<file path="src/fprint_macros.svh">
`ifndef FPRINT_MACROS_SVH
`define FPRINT_MACROS_SVH

// number of tasks that can send fingerprints
`define FP_TASK_COUNT 16

// task id width, enough to index every task
`define FP_TASK_ID_WIDTH 4

// each task owns 2**FP_SLOT_WIDTH consecutive entries of a RAM
`define FP_SLOT_WIDTH 4

// RAM address is {task id, slot}
`define FP_ADDR_WIDTH 8

// width of one CRC fingerprint
`define FP_WIDTH 32

`endif

</file>
<file path="src/comp_pkg.sv">
package comp_pkg;

	// comparison engine sequencing for one pair of fingerprints
	typedef enum logic [2:0] {
		comp_scan,        // look for a task ready on both cores
		comp_read,        // tail addresses go to both RAMs
		comp_compare,     // registered RAM data is valid here
		comp_report,      // result handshake in progress
		comp_retire,
		comp_wait_clear   // ready flags being updated by the pointer block
	} comp_state_e;

	// result of one comparison as seen on res_verdict
	typedef enum logic {
		verdict_match    = 1'b0,
		verdict_mismatch = 1'b1
	} verdict_e;

endpackage

</file>
<file path="src/fprint_pkg.sv">
`include "fprint_macros.svh"

package fprint_pkg;

	typedef logic [`FP_TASK_ID_WIDTH-1:0] task_id_t;
	typedef logic [`FP_ADDR_WIDTH-1:0] fp_addr_t;   // upper bits task id, lower bits slot
	typedef logic [`FP_WIDTH-1:0] fp_value_t;

	// pointer block sequencing, one request served at a time
	typedef enum logic [2:0] {
		ptr_idle,
		ptr_set_pointers,
		ptr_ack_pointers,
		ptr_advance_head,
		ptr_clear_ready
	} ptr_state_e;

	typedef enum logic [1:0] {
		cap_idle,
		cap_write,
		cap_wait_advance,   // head advance requested, waiting for the pointer block
		cap_ack
	} capture_state_e;

endpackage

</file>
<file path="src/comp_engine.sv">
`timescale 1ns/100ps
`include "fprint_macros.svh"

module comp_engine (
	input  logic                        clk,
	input  logic                        reset,

	input  logic [`FP_TASK_COUNT-1:0]   ready,
	input  logic                        tails_at_heads,

	output fprint_pkg::task_id_t        comp_task,
	output logic                        tail_advance,
	output logic                        clear_req,
	output logic                        mismatch,
	input  logic                        clear_ack,

	output fprint_pkg::fp_addr_t        rd_addr0,
	output fprint_pkg::fp_addr_t        rd_addr1,
	input  fprint_pkg::fp_value_t       rd_data0,
	input  fprint_pkg::fp_value_t       rd_data1,
	input  fprint_pkg::fp_addr_t        tail_pointer0,
	input  fprint_pkg::fp_addr_t        tail_pointer1,

	output logic                        res_req,
	output fprint_pkg::task_id_t        res_task,
	output comp_pkg::verdict_e          res_verdict,
	input  logic                        res_ack
);

	comp_pkg::comp_state_e state;
	comp_pkg::verdict_e    verdict_q;

	fprint_pkg::task_id_t cur_task;    // task in service, also the round-robin start
	fprint_pkg::task_id_t pick_task;
	logic                 pick_valid;

	// first ready task at or after the one served last, wrapping around
	always_comb begin
		fprint_pkg::task_id_t cand;
		pick_valid = 1'b0;
		pick_task  = cur_task;
		for (int i = 0; i < `FP_TASK_COUNT; i++) begin
			cand = cur_task + fprint_pkg::task_id_t'(i);
			if (!pick_valid && ready[cand]) begin
				pick_valid = 1'b1;
				pick_task  = cand;
			end
		end
	end

	always_ff @(posedge clk or posedge reset) begin
		if (reset) begin
			state    <= comp_pkg::comp_scan;
			cur_task <= '0;
		end else begin
			case (state)
				comp_pkg::comp_scan: begin
					// the previous result handshake must be fully closed
					if (pick_valid && !res_ack) begin
						cur_task <= pick_task;
						state    <= comp_pkg::comp_read;
					end
				end
				comp_pkg::comp_read: begin
					if (tails_at_heads)   // flags still stale, nothing to compare
						state <= comp_pkg::comp_scan;
					else
						state <= comp_pkg::comp_compare;
				end
				comp_pkg::comp_compare:
					state <= comp_pkg::comp_report;
				comp_pkg::comp_report: begin
					if (res_ack)
						state <= comp_pkg::comp_retire;
				end
				comp_pkg::comp_retire:
					state <= comp_pkg::comp_wait_clear;
				comp_pkg::comp_wait_clear: begin
					if (clear_ack)
						state <= comp_pkg::comp_scan;
				end
				default:
					state <= comp_pkg::comp_scan;
			endcase
		end
	end

	always_ff @(posedge clk) begin
		if (state == comp_pkg::comp_compare)
			verdict_q <= (rd_data0 == rd_data1) ? comp_pkg::verdict_match
				: comp_pkg::verdict_mismatch;
	end

	assign comp_task = cur_task;
	assign rd_addr0  = tail_pointer0;   // oldest unread entry of each core
	assign rd_addr1  = tail_pointer1;

	assign res_req     = (state == comp_pkg::comp_report);
	assign res_task    = cur_task;
	assign res_verdict = verdict_q;

	// a mismatch rewinds in the clear step instead of moving the tails
	assign tail_advance = (state == comp_pkg::comp_retire)
		&& (verdict_q == comp_pkg::verdict_match);
	assign clear_req = (state == comp_pkg::comp_wait_clear);
	assign mismatch  = (verdict_q == comp_pkg::verdict_mismatch);

endmodule

</file>
<file path="config.mk">
export PLATFORM = sky130hd
export DESIGN_NAME = comp_engine
export DESIGN_NICKNAME = d
export VERILOG_FILES = /design/src/comp_pkg.sv /design/src/fprint_pkg.sv /design/src/comp_engine.sv
export VERILOG_INCLUDE_DIRS = /design/src
export SDC_FILE = /design/constraint.sdc
export NUM_CORES = 1
export LEC_CHECK = 0
export BUFFER_PORTS_ARGS = -buffer_cell sky130_fd_sc_hd__buf_2
export CORE_ASPECT_RATIO = 1.75
export CORE_MARGIN = 1
export CORE_UTILIZATION = 38
export CTS_CLUSTER_SIZE = 24
export DETAILED_ROUTE_END_ITERATION = 10
export GPL_TIMING_DRIVEN = 1
export PLACE_DENSITY_LB_ADDON = 0.15
export SYNTH_ARGS = -nofsm -noshare
export SYNTH_HDL_FRONTEND = slang
export SYNTH_SLANG_ARGS = --single-unit
</file>
<file path="constraint.sdc">
create_clock -name clk -period 4.5 [get_ports clk]
set_input_delay 0 -clock clk [delete_from_list [all_inputs] [get_ports clk]]
set_output_delay 0 -clock clk [all_outputs]
set_load 0.1 [all_outputs]
</file>
# == Word-level counts from Yosys, hierarchy flattened ==
# Cells that the tools add are included.
# totals
word_cells,150
output_inout_bits,29
input_bits,101
memories,0
ff_bits,8
rom_bits,0
latch_bits,0
mem_bits_rw,0
# op_classes
reduce_logical,37
mux,69
n_div,0
n_eq_ne,9
order_cmp,16
mul,0
bitwise,1
shift,0
addsub,15
# op_table
operator,count
4-bit by 5-bit < comparator with 1-bit output (second input constant),16
1-bit binary-select mux with 4-bit select,16
4-bit 2-to-1 mux,15
1-bit 2-to-1 mux,33
4-bit adder (second input constant),8
32-bit equality test,1
3-bit case mux with 6 select lines,1
1-bit logical AND,17
4-bit by 3-bit adder with 4-bit output (second input constant),4
1-bit logical NOT,16
15-bit nonzero test,1
3-bit 2-to-1 mux,3
4-bit by 2-bit adder with 4-bit output (second input constant),2
3-bit by 2-bit equality test with 1-bit output (second input constant),2
3-bit equality test (second input constant),2
3-bit AND reduction,2
4-bit by 1-bit adder with 4-bit output (second input constant),1
2-bit by 1-bit inequality test with 1-bit output (second input constant),2
3-bit by 1-bit equality test with 1-bit output (second input constant),1
3-bit logical NOT,1
2-bit 2-to-1 mux,1
2-bit inequality test (second input constant),1
1-bit inverter,1

# == Longest topological paths before layout ==
# Gate-level depths: netlist of the first run.
# depth
depth_word,51
depth_mapped,17

# == Worst setup path after synthesis of the first run ==
# Ideal clock, no wire load.
# synth_timing
kind,reg-to-reg
start,register cur_task[1] (netlist: comp_task[1])
end,register cur_task[2] (netlist: comp_task[2])
required_time_ps,4380
t_arrival_ps,4520
path_stages_with_launch,15
setup_ps,120
path_slack_ps,-140
period_less_slack_ps,4640
path_buffers,4
cell_sequence,dfrtp_1 -> buf_4 -> buf_4 -> inv_1 -> ha_1 -> buf_2 -> mux4_2 -> mux2_2 -> mux2_2 -> nor4_4 -> a211o_1 -> or3b_1 -> buf_6 -> and2_1 -> a31o_1
# synth_via
elab_chain_cells,50
elab_cells_between_ends,111
cone_classes,15 x add/sub; 63 x mux; 33 x reduce/logical
# synth_lines
item,line_no,text
from (decl),comp_engine.sv:33,fprint_pkg::task_id_t cur_task;
from (signal assigned),comp_engine.sv:60,cur_task <= pick_task;
branches (longest 50 deep; another with 4-bit by 1-bit adder with 4-bit output),--,
# Several ways; the timed one is not identified. The select of a mux whose other input is x is not followed.
# A chain may end at the register's enable or synchronous reset.

# == Final worst setup path of the first run ==
# layout_timing
start,register cur_task[1] (netlist: comp_task[1])
end,register cur_task[0] (netlist: comp_task[0])
# The elaborated chain is that of the path after synthesis.

==> results of run 1 <==
==> cell usage in the layout (no fill, tap or decap), types with 4 or more instances in the layout <==
cell	instances
a21oi_1	17
a221oi_1	5
a311oi_1	4
buf_2	97
buf_4	12
dfrtp_1	5
ha_1	7
inv_1	19
mux2_2	11
mux2i_1	25
mux4_1	6
mux4_2	22
nand2_1	21
nand3_1	11
nand4_1	8
nor2_1	22
nor3_1	8
nor4_1	4
o21ai_0	12
o22ai_1	5
xnor2_1	38
xor2_1	4
==> cells by family after synthesis <==
group                      after synthesis  share of synthesized area (%)
muxes                                   64                           33.3
AOI/OAI and AO/OA                       77                           17.2
DFF                                      8                           6.65
adders and majority gates                7                           2.84
buffers and inverters                   57                           11.2
and+or+nand+nor                         97                           16.8
xor gates and xnor gates                42                           11.9
==> through the flow <==
step | util [%] | area, µm² | instances | hold WS [ns]
2_1_floorplan | - | 3090 | 352 | -0.197
3_3_place_gp | 44.3 | 3500 | 514 | -0.0416
3_5_place_dp | 44.3 | 3500 | 514 | -0.0389
4_1_cts | 45.4 | 3590 | 519 | 0.000681
5_1_grt | 45.4 | 3590 | 519 | 0.000149
6_report | 45.4 | 3590 | 519 | 0.0000386
==> state kept, by name, summed over array words and instances, names as in the netlist <==
| name | count |
|---|---|
| comp_task | 4 |
| state | 3 |
| mismatch | 1 |
==> worst min-delay path by stage <==
| stage | end | slack [ns] | depth (start not counted) |
|---|---|---|---|
| floorplan | comp_task[2] | -0.20 | 1 |
| global placement | state[1] | -0.04 | 2 |
| detailed placement | state[2] | -0.04 | 2 |
| CTS | rd_addr0[7] | 0.0007 | 0 |
| global route | rd_addr1[0] | 0.0001 | 0 |
| finish | rd_addr1[0] | 0.00004 | 0 |
==> layout make-up <==
cell class	count	area (µm²)	area share, %
multi-input combinational	287	2530	70.5
timing repair buffer	110	586	16.3
sequential	8	208	5.78
tap	90	113	3.13
clock buffer	4	78.8	2.19
inverter	20	75.1	2.09
==> worst max-delay path, stage by stage (launching register included) <==
cell,delay (ns)
dfrtp_2,0.34
buf_4,0.35
ha_1,0.35
xor2_1,0.61
mux2_2,0.45
mux2_2,0.32
nor4_2,0.32
nand2_1,0.27
a211o_1,0.36
or3b_1,0.28
nand3_1,0.15
xnor2_1,0.16
==> synthesized netlist by cell type, drive strengths merged, types with 3 or more instances <==
library cell | instances | area (µm²)
a211oi | 3 | 22.5
dfrtp | 7 | 175
nor2 | 22 | 82.6
o21ai | 12 | 60.1
mux4 | 28 | 653
nor3b | 3 | 22.5
nand3 | 11 | 55.1
o22ai | 5 | 31.3
mux2i | 25 | 250
o211ai | 3 | 22.5
a311oi | 4 | 35.0
nand2 | 21 | 78.8
nor4 | 6 | 58.8
and3 | 3 | 18.8
a31oi | 3 | 18.8
a21oi | 17 | 85.1
nor3 | 9 | 50.1
xnor2 | 38 | 333
and2 | 4 | 27.5
clkbuf | 4 | 15.0
nand4 | 8 | 50.1
a221oi | 5 | 43.8
mux2 | 11 | 124
ha | 7 | 87.6
xor2 | 4 | 35.0
inv | 19 | 71.3
buf | 33 | 257
a2111oi | 3 | 26.3
==> layer usage <==
metal / part of all wire, % / vias up
met5: 0 / -
met2: 55 / 181
met4: 6.6 / 0
met1: 34 / 1497
li1: - / 1501
met3: 5.0 / 47
==> what timing repair did <==
action	4_1_cts	5_1_grt
endpoints found under the hold margin	7	0
hold buffers	1	0
setup endpoints to repair	0	0
==> reports/qor.yml, run 1 <==
outcome: "complete, no violations"
path_class: "reg2reg"
row_count: 43
hp-start: "tail_pointer1[0]"
worstPathRequired_ns: 4.60
die_x_um: 70.1
grt_pass1_vias: 3115
antenna_cells: 0
fin_nets: 538
cts_tree: "built"
syn_area_per_cell_um2: 8.76
finalWeightedCongestion: 1.02
slew_viol_final: 0
drt_wl_total_um: 10900
antenna_found_initial: 0
ys_types: 62
grt_overflow_total: 0
clock_latency_ns: 0.23
drtIter0Drc: 229
cts_root_buf: "clkbuf_16"
fillCellCount: 802
ios: 130
h-tree-depth: 1
rsz0062_at_grt: "false"
syn_nets: 460
ant_nets: 0
ys_seq_area_share_pct: 6.65
grt_use_met3_pct: 2.41
r2r-start: "comp_task[1]"
synthArstFlopShare_pct: 87.5
r2r_end: "comp_task[0]"
worst_pin_slew_ns: 0.773
grt-busiest-layer: "met2"
post-cts-setup-buffers: 0
layout-drive-gt1-share_pct: 35.4
arrival_ns: 4.21
core_area_um2: 7910
start_util_pct: 39.0
hold_viol: 0
syn_area_um2: 3080
min_period_ns: 4.10
vias: 3226
yosysWarningCount: 0
use_met2_pct: 48.9
syn_to_final_growth_pct: 16.5
netlist_instances: 352
grt_pass1_wl_um: 16400
start_kind: "flip-flop"
numCtsBuffers: 3
hpwl_um: 9060
vias_per_cell: 6.22
setup_viol: 0
critPathLaunch: "comp_task[1]"
cts_sinks: 8
clockBufferDepth: 2
clkSlewWorstSetupHoldPaths_ns: 0.04
cts_resized: 0
fin_skew_ns: 0.00168
r2r_cells: 11
worst_setup_path_end_kind: "flip-flop"
endpoint: "comp_task[0]"
synth_flop_cell: "dfrtp_1"
drv_cap: 0
synth_edf_count: 1
wl_per_cell_um: 21.0
place_ws_ns: 0.493
r2r_slack_ns: 0.40
dieArea_um2: 8490
synth-seq-cells: 8
fmaxAchievable_mhz: 244
finalSetupTns_ns: 0
met1_usage_pct: 25.0
timing.final.crit_share_pct: 91.2
fp.dieH_um: 121
grt_max_degree: 27
track_usage_pct: 25.4
drc: 0
worst_slack_ns: 0.395
dr.pass1.iters: 5
hold_class: "in2out"
relSlewSlack_pct: 48.1
worstPathMaxFanout: 26
port_buffers: 97
Power of run 1 is left out: the tool's default activity adds up to more than one toggle a clock period on the data nets, which glitch-free logic cannot reach.
==> run 2: changes to the inputs <==
==> constraint.sdc (replaced) <==
create_clock -name clk -period 4.5 [get_ports clk]
set_input_delay 0.675 -clock clk [delete_from_list [all_inputs] [get_ports clk]]
set_output_delay 0.675 -clock clk [all_outputs]
set_load 0.1 [all_outputs]
==> reports/qor.yml, run 2 (same netlist as run 1, synthesis figures left out) <==
vias: 3286  # +1.9%
whs_ns: 0.384  # +0.384 ns
final_cell_mix: "buf_2 (97), xnor2_1 (38), mux2i_1 (25)"
final_common_cell: "buf_2"
ios: 130  # unchanged
worst_setup_path_end_kind: "flip-flop"
dr.pass1.iters: 7  # +2
die_x_um: 70.1  # unchanged
antenna_found_initial: 0  # unchanged
layout-drive-gt1-share_pct: 35.7  # +0.23 points
start_util_pct: 39.0  # unchanged
worst_pin_slew_ns: 0.787  # +0.0138 ns
clockBufferDepth: 2  # unchanged
min_period_ns: 4.10  # -0.00402 ns
hold_viol: 0  # unchanged
grt_pass1_vias: 3258  # +4.6%
arrival_ns: 4.20  # about the same
vias_per_cell: 6.33  # +1.9%
start_kind: "flip-flop"
wl_per_cell_um: 20.9  # -0.58%
slew_viol_final: 0  # unchanged
row_count: 43  # unchanged
fp.dieH_um: 121  # unchanged
clkSlewWorstSetupHoldPaths_ns: 0.04  # about the same
worstPathMaxFanout: 26  # unchanged
dieArea_um2: 8490  # unchanged
drt_wl_total_um: 10800  # -0.58%
core_area_um2: 7910  # unchanged
numCtsBuffers: 3  # unchanged
grt_overflow_total: 0  # unchanged
cp_slowest_cell: "xor2_1"
finalSetupTns_ns: 0  # unchanged
rsz0062_at_grt: "false"
clock_latency_ns: 0.23  # about the same
setup_viol: 0  # unchanged
path_class: "reg2reg"
cp_common_cell: "mux2_2"
dp_cells: 515  # +0.19%
ant_nets: 0  # unchanged
hpwl_um: 8960  # -1.1%
hold_class: "in2async"
port_buffers: 97  # unchanged
cts_sinks: 8  # unchanged
fmaxAchievable_mhz: 244  # about the same
drtIter0Drc: 246  # +7.4%
cts_tree: "built"
utilization_pct: 45.4  # about the same
timing.final.crit_share_pct: 91.1  # about the same
postCtsHoldBufs: 0  # -1
cts_resized: 0  # unchanged
fin_nets: 538  # unchanged
finalWeightedCongestion: 1.01  # -0.72%
antenna_cells: 0  # unchanged
h-tree-depth: 1  # unchanged
relSlewSlack_pct: 47.2  # -0.93 points
drc: 0  # unchanged
cts_root_buf: "clkbuf_16"
post-cts-setup-buffers: 0  # unchanged
worstPathRequired_ns: 4.60  # about the same
fin_skew_ns: 0.00325  # +0.00157 ns
grt_pass1_wl_um: 16800  # +2.3%
fin_cells: 519  # unchanged
fillCellCount: 785  # -2.1%
outcome: "complete, no violations"
syn_to_final_growth_pct: 16.4  # about the same
grt_max_degree: 27  # unchanged
track_usage_pct: 25.6  # +0.27 points
largest_reg_flops: 4  # unchanged
cpPeakStageDelay_ns: 0.60  # about the same
drv_cap: 0  # unchanged
crit_chain: "buf_4 -> ha_1 -> xor2_1 -> mux2_2 -> mux2_2 -> nor4_2 -> nand2_1 -> a211o_1 -> or3b_1 -> nand3_1 -> xnor2_1"
run 2: cell count changes in the layout (fill, tap and decap cells not counted), sizes merged:
cell,delta
buf,+1
dlygate4sd3,-1
run 2: worst max-delay path, delay by kind of cell, from the launching register on:
| kind | cells | cell delay [ns] |
|---|---|---|
| buf+inv | 1 | 0.34 |
| fa+ha+maj | 1 | 0.34 |
| flops | 1 | 0.34 |
| simple gates | 4 | 1.03 |
| xor+xnor | 2 | 0.76 |
| compound gates | 1 | 0.36 |
| mux | 2 | 0.77 |
run 2: final timing paths:
check,slack (ns),endpoint,startpoint,cells past startpoint
worst max-delay path,0.40,comp_task[0],comp_task[1],11
worst min-delay path,0.38,state[0],reset,2
worst max register to register,0.40,comp_task[0],comp_task[1],11
worst min register to register,0.50,state[1],state[2],1
max in group asynchronous,3.86,comp_task[0],reset,2
min in group clk,0.50,state[1],state[2],1
run 2: cell type report:
type                    count  area, µm²  share of cell area, %
multi-input cells         287       2530                   70.5
flip-flops and latches      8        208                   5.79
well taps                  90        113                   3.14
inverters                  20       75.1                   2.09
clock buffers               4       78.8                   2.20
repair buffers            110        583                   16.2
run 2: per-layer routing:
layer	track usage, %	up-vias	share of wire (%)
li1	-	1497	-
met2	48.1	205	53
met3	2.66	52	5.7
met5	0	-	0
met4	19.9	0	8.1
met1	25.0	1532	33
run 2: metrics by stage:
step	instance area, µm²	worst slack [ns]
after floorplan	3090	0.0830
after CTS	3590	0.439
after global placement	3510	0.462
final	3590	0.399
after global routing	3590	0.156
after detailed placement	3510	0.463
Power of run 2 is left out for the same reason.
==> run 3: changes to the inputs <==
--- a/config.mk
+++ b/config.mk
@@ -14,6 +14,7 @@
 export DETAILED_ROUTE_END_ITERATION = 10
 export GPL_TIMING_DRIVEN = 1
 export PLACE_DENSITY_LB_ADDON = 0.15
+export REMOVE_ABC_BUFFERS = 1
 export SYNTH_ARGS = -nofsm -noshare
 export SYNTH_HDL_FRONTEND = slang
 export SYNTH_SLANG_ARGS = --single-unit
==> reports/qor.yml, run 3 (same netlist as run 1, synthesis figures left out) <==
start_util_pct: 39.0  # unchanged
cts_resized: 0  # unchanged
path_class: "reg2reg"
cpPeakStageDelay_ns: 0.60  # about the same
r2r_cells: 11  # unchanged
outcome: "complete, no violations"
postCtsHoldBufs: 0  # unchanged
final_area_um2: 3590  # about the same
finalSetupTns_ns: 0  # unchanged
drt_wl_total_um: 11000  # +1.6%
grt_pass1_wl_um: 16900  # +0.37%
slew_viol_final: 0  # unchanged
cts_root_buf: "clkbuf_16"
worstPathRequired_ns: 4.61  # about the same
track_usage_pct: 25.9  # +0.24 points
worst_slack_ns: 0.477  # +0.0783 ns
clockBufferDepth: 2  # unchanged
rsz0062_at_grt: "false"
r2r_slack_ns: 0.48  # +0.08 ns
hpwl_um: 9190  # +2.5%
fp.dieH_um: 121  # unchanged
clock_latency_ns: 0.23  # about the same
post-cts-setup-buffers: 0  # unchanged
hold_class: "in2async"
antenna_cells: 0  # unchanged
fmaxAchievable_mhz: 249  # +1.9%
grt_overflow_total: 0  # unchanged
wl_per_cell_um: 21.2  # +1.6%
place_ws_ns: 0.508  # +0.0445 ns
port_buffers: 97  # unchanged
h-tree-depth: 1  # unchanged
ios: 130  # unchanged
worstPathMaxFanout: 9  # -65%
clkSlewWorstSetupHoldPaths_ns: 0.04  # about the same
final_cell_mix: "buf_2 (97), xnor2_1 (38), mux2i_1 (25)"
final_common_cell: "buf_2"
largest_reg_flops: 4  # unchanged
utilization_pct: 45.4  # about the same
relSlewSlack_pct: 49.2  # +2.0 points
finalWeightedCongestion: 0.976  # -3.1%
cp.buffers_inverters: 1  # unchanged
min_period_ns: 4.02  # -0.0783 ns
ant_nets: 0  # unchanged
dr.pass1.iters: 5  # -2
vias_per_cell: 6.40  # +1.1%
grt_max_degree: 27  # unchanged
cp_common_cell: "mux2_2"
fin_skew_ns: 0.000400  # -0.00286 ns
layout-drive-gt1-share_pct: 35.2  # -0.47 points
syn_to_final_growth_pct: 16.3  # about the same
drtIter0Drc: 241  # -2.0%
fin_nets: 538  # unchanged
setup_viol: 0  # unchanged
start_kind: "flip-flop"
worst_pin_slew_ns: 0.757  # -0.0299 ns
worst_setup_path_end_kind: "flip-flop"
core_area_um2: 7910  # unchanged
hold_viol: 0  # unchanged
timing.final.crit_share_pct: 89.4  # -1.7 points
drc: 0  # unchanged
cts_sinks: 8  # unchanged
row_count: 43  # unchanged
antenna_found_initial: 0  # unchanged
vias: 3321  # +1.1%
crit_chain: "clkinv_1 -> ha_1 -> mux4_2 -> mux2_2 -> mux2_2 -> nor4_2 -> nand2_1 -> a211o_1 -> or3b_1 -> nand3_1 -> xnor2_1"
cp.depth: 11  # unchanged
cp_top_family: "multiplexers"
cts_tree: "built"
numCtsBuffers: 3  # unchanged
dpl-instance-area_um2: 3510  # about the same
grt_pass1_vias: 3302  # +1.4%
die_x_um: 70.1  # unchanged
dieArea_um2: 8490  # unchanged
drv_cap: 0  # unchanged
cp_slowest_cell: "ha_1"
arrival_ns: 4.13  # -0.07 ns
run 3: through the flow:
step / instances / hold slack [ns]
finish: 519 / 0.366
global route: 519 / 0.398
CTS: 519 / 0.375
detailed placement: 515 / 0.498
global placement: 515 / 0.485
floorplan: 315 / 0.441
run 3: worst paths after layout:
kind                                    from      endpoint
min in group clk                    state[2]      state[1]
worst max-delay path            comp_task[0]  comp_task[0]
max in group asynchronous              reset  comp_task[3]
worst max register to register  comp_task[0]  comp_task[0]
worst min register to register      state[2]      state[1]
worst min-delay path                   reset  comp_task[0]
run 3: cell type report:
| class | count | area, µm² |
|---|---|---|
| Clock buffer | 4 | 78.8 |
| Sequential cell | 8 | 205 |
| Timing Repair Buffer | 110 | 583 |
| Multi-Input combinational cell | 287 | 2530 |
| Inverter | 20 | 75.1 |
| Fill cell | 793 | 4320 |
| Tap cell | 90 | 113 |
run 3: metal layers:
| layer | share of wire, % | up-vias | track usage (%) |
|---|---|---|---|
| met5 | 0 | - | 0 |
| met2 | 53 | 240 | 48.9 |
| met4 | 6.8 | 0 | 16.3 |
| li1 | - | 1501 | - |
| met1 | 32 | 1532 | 25.0 |
| met3 | 8.2 | 48 | 5.07 |
Power of run 3 is left out for the same reason.
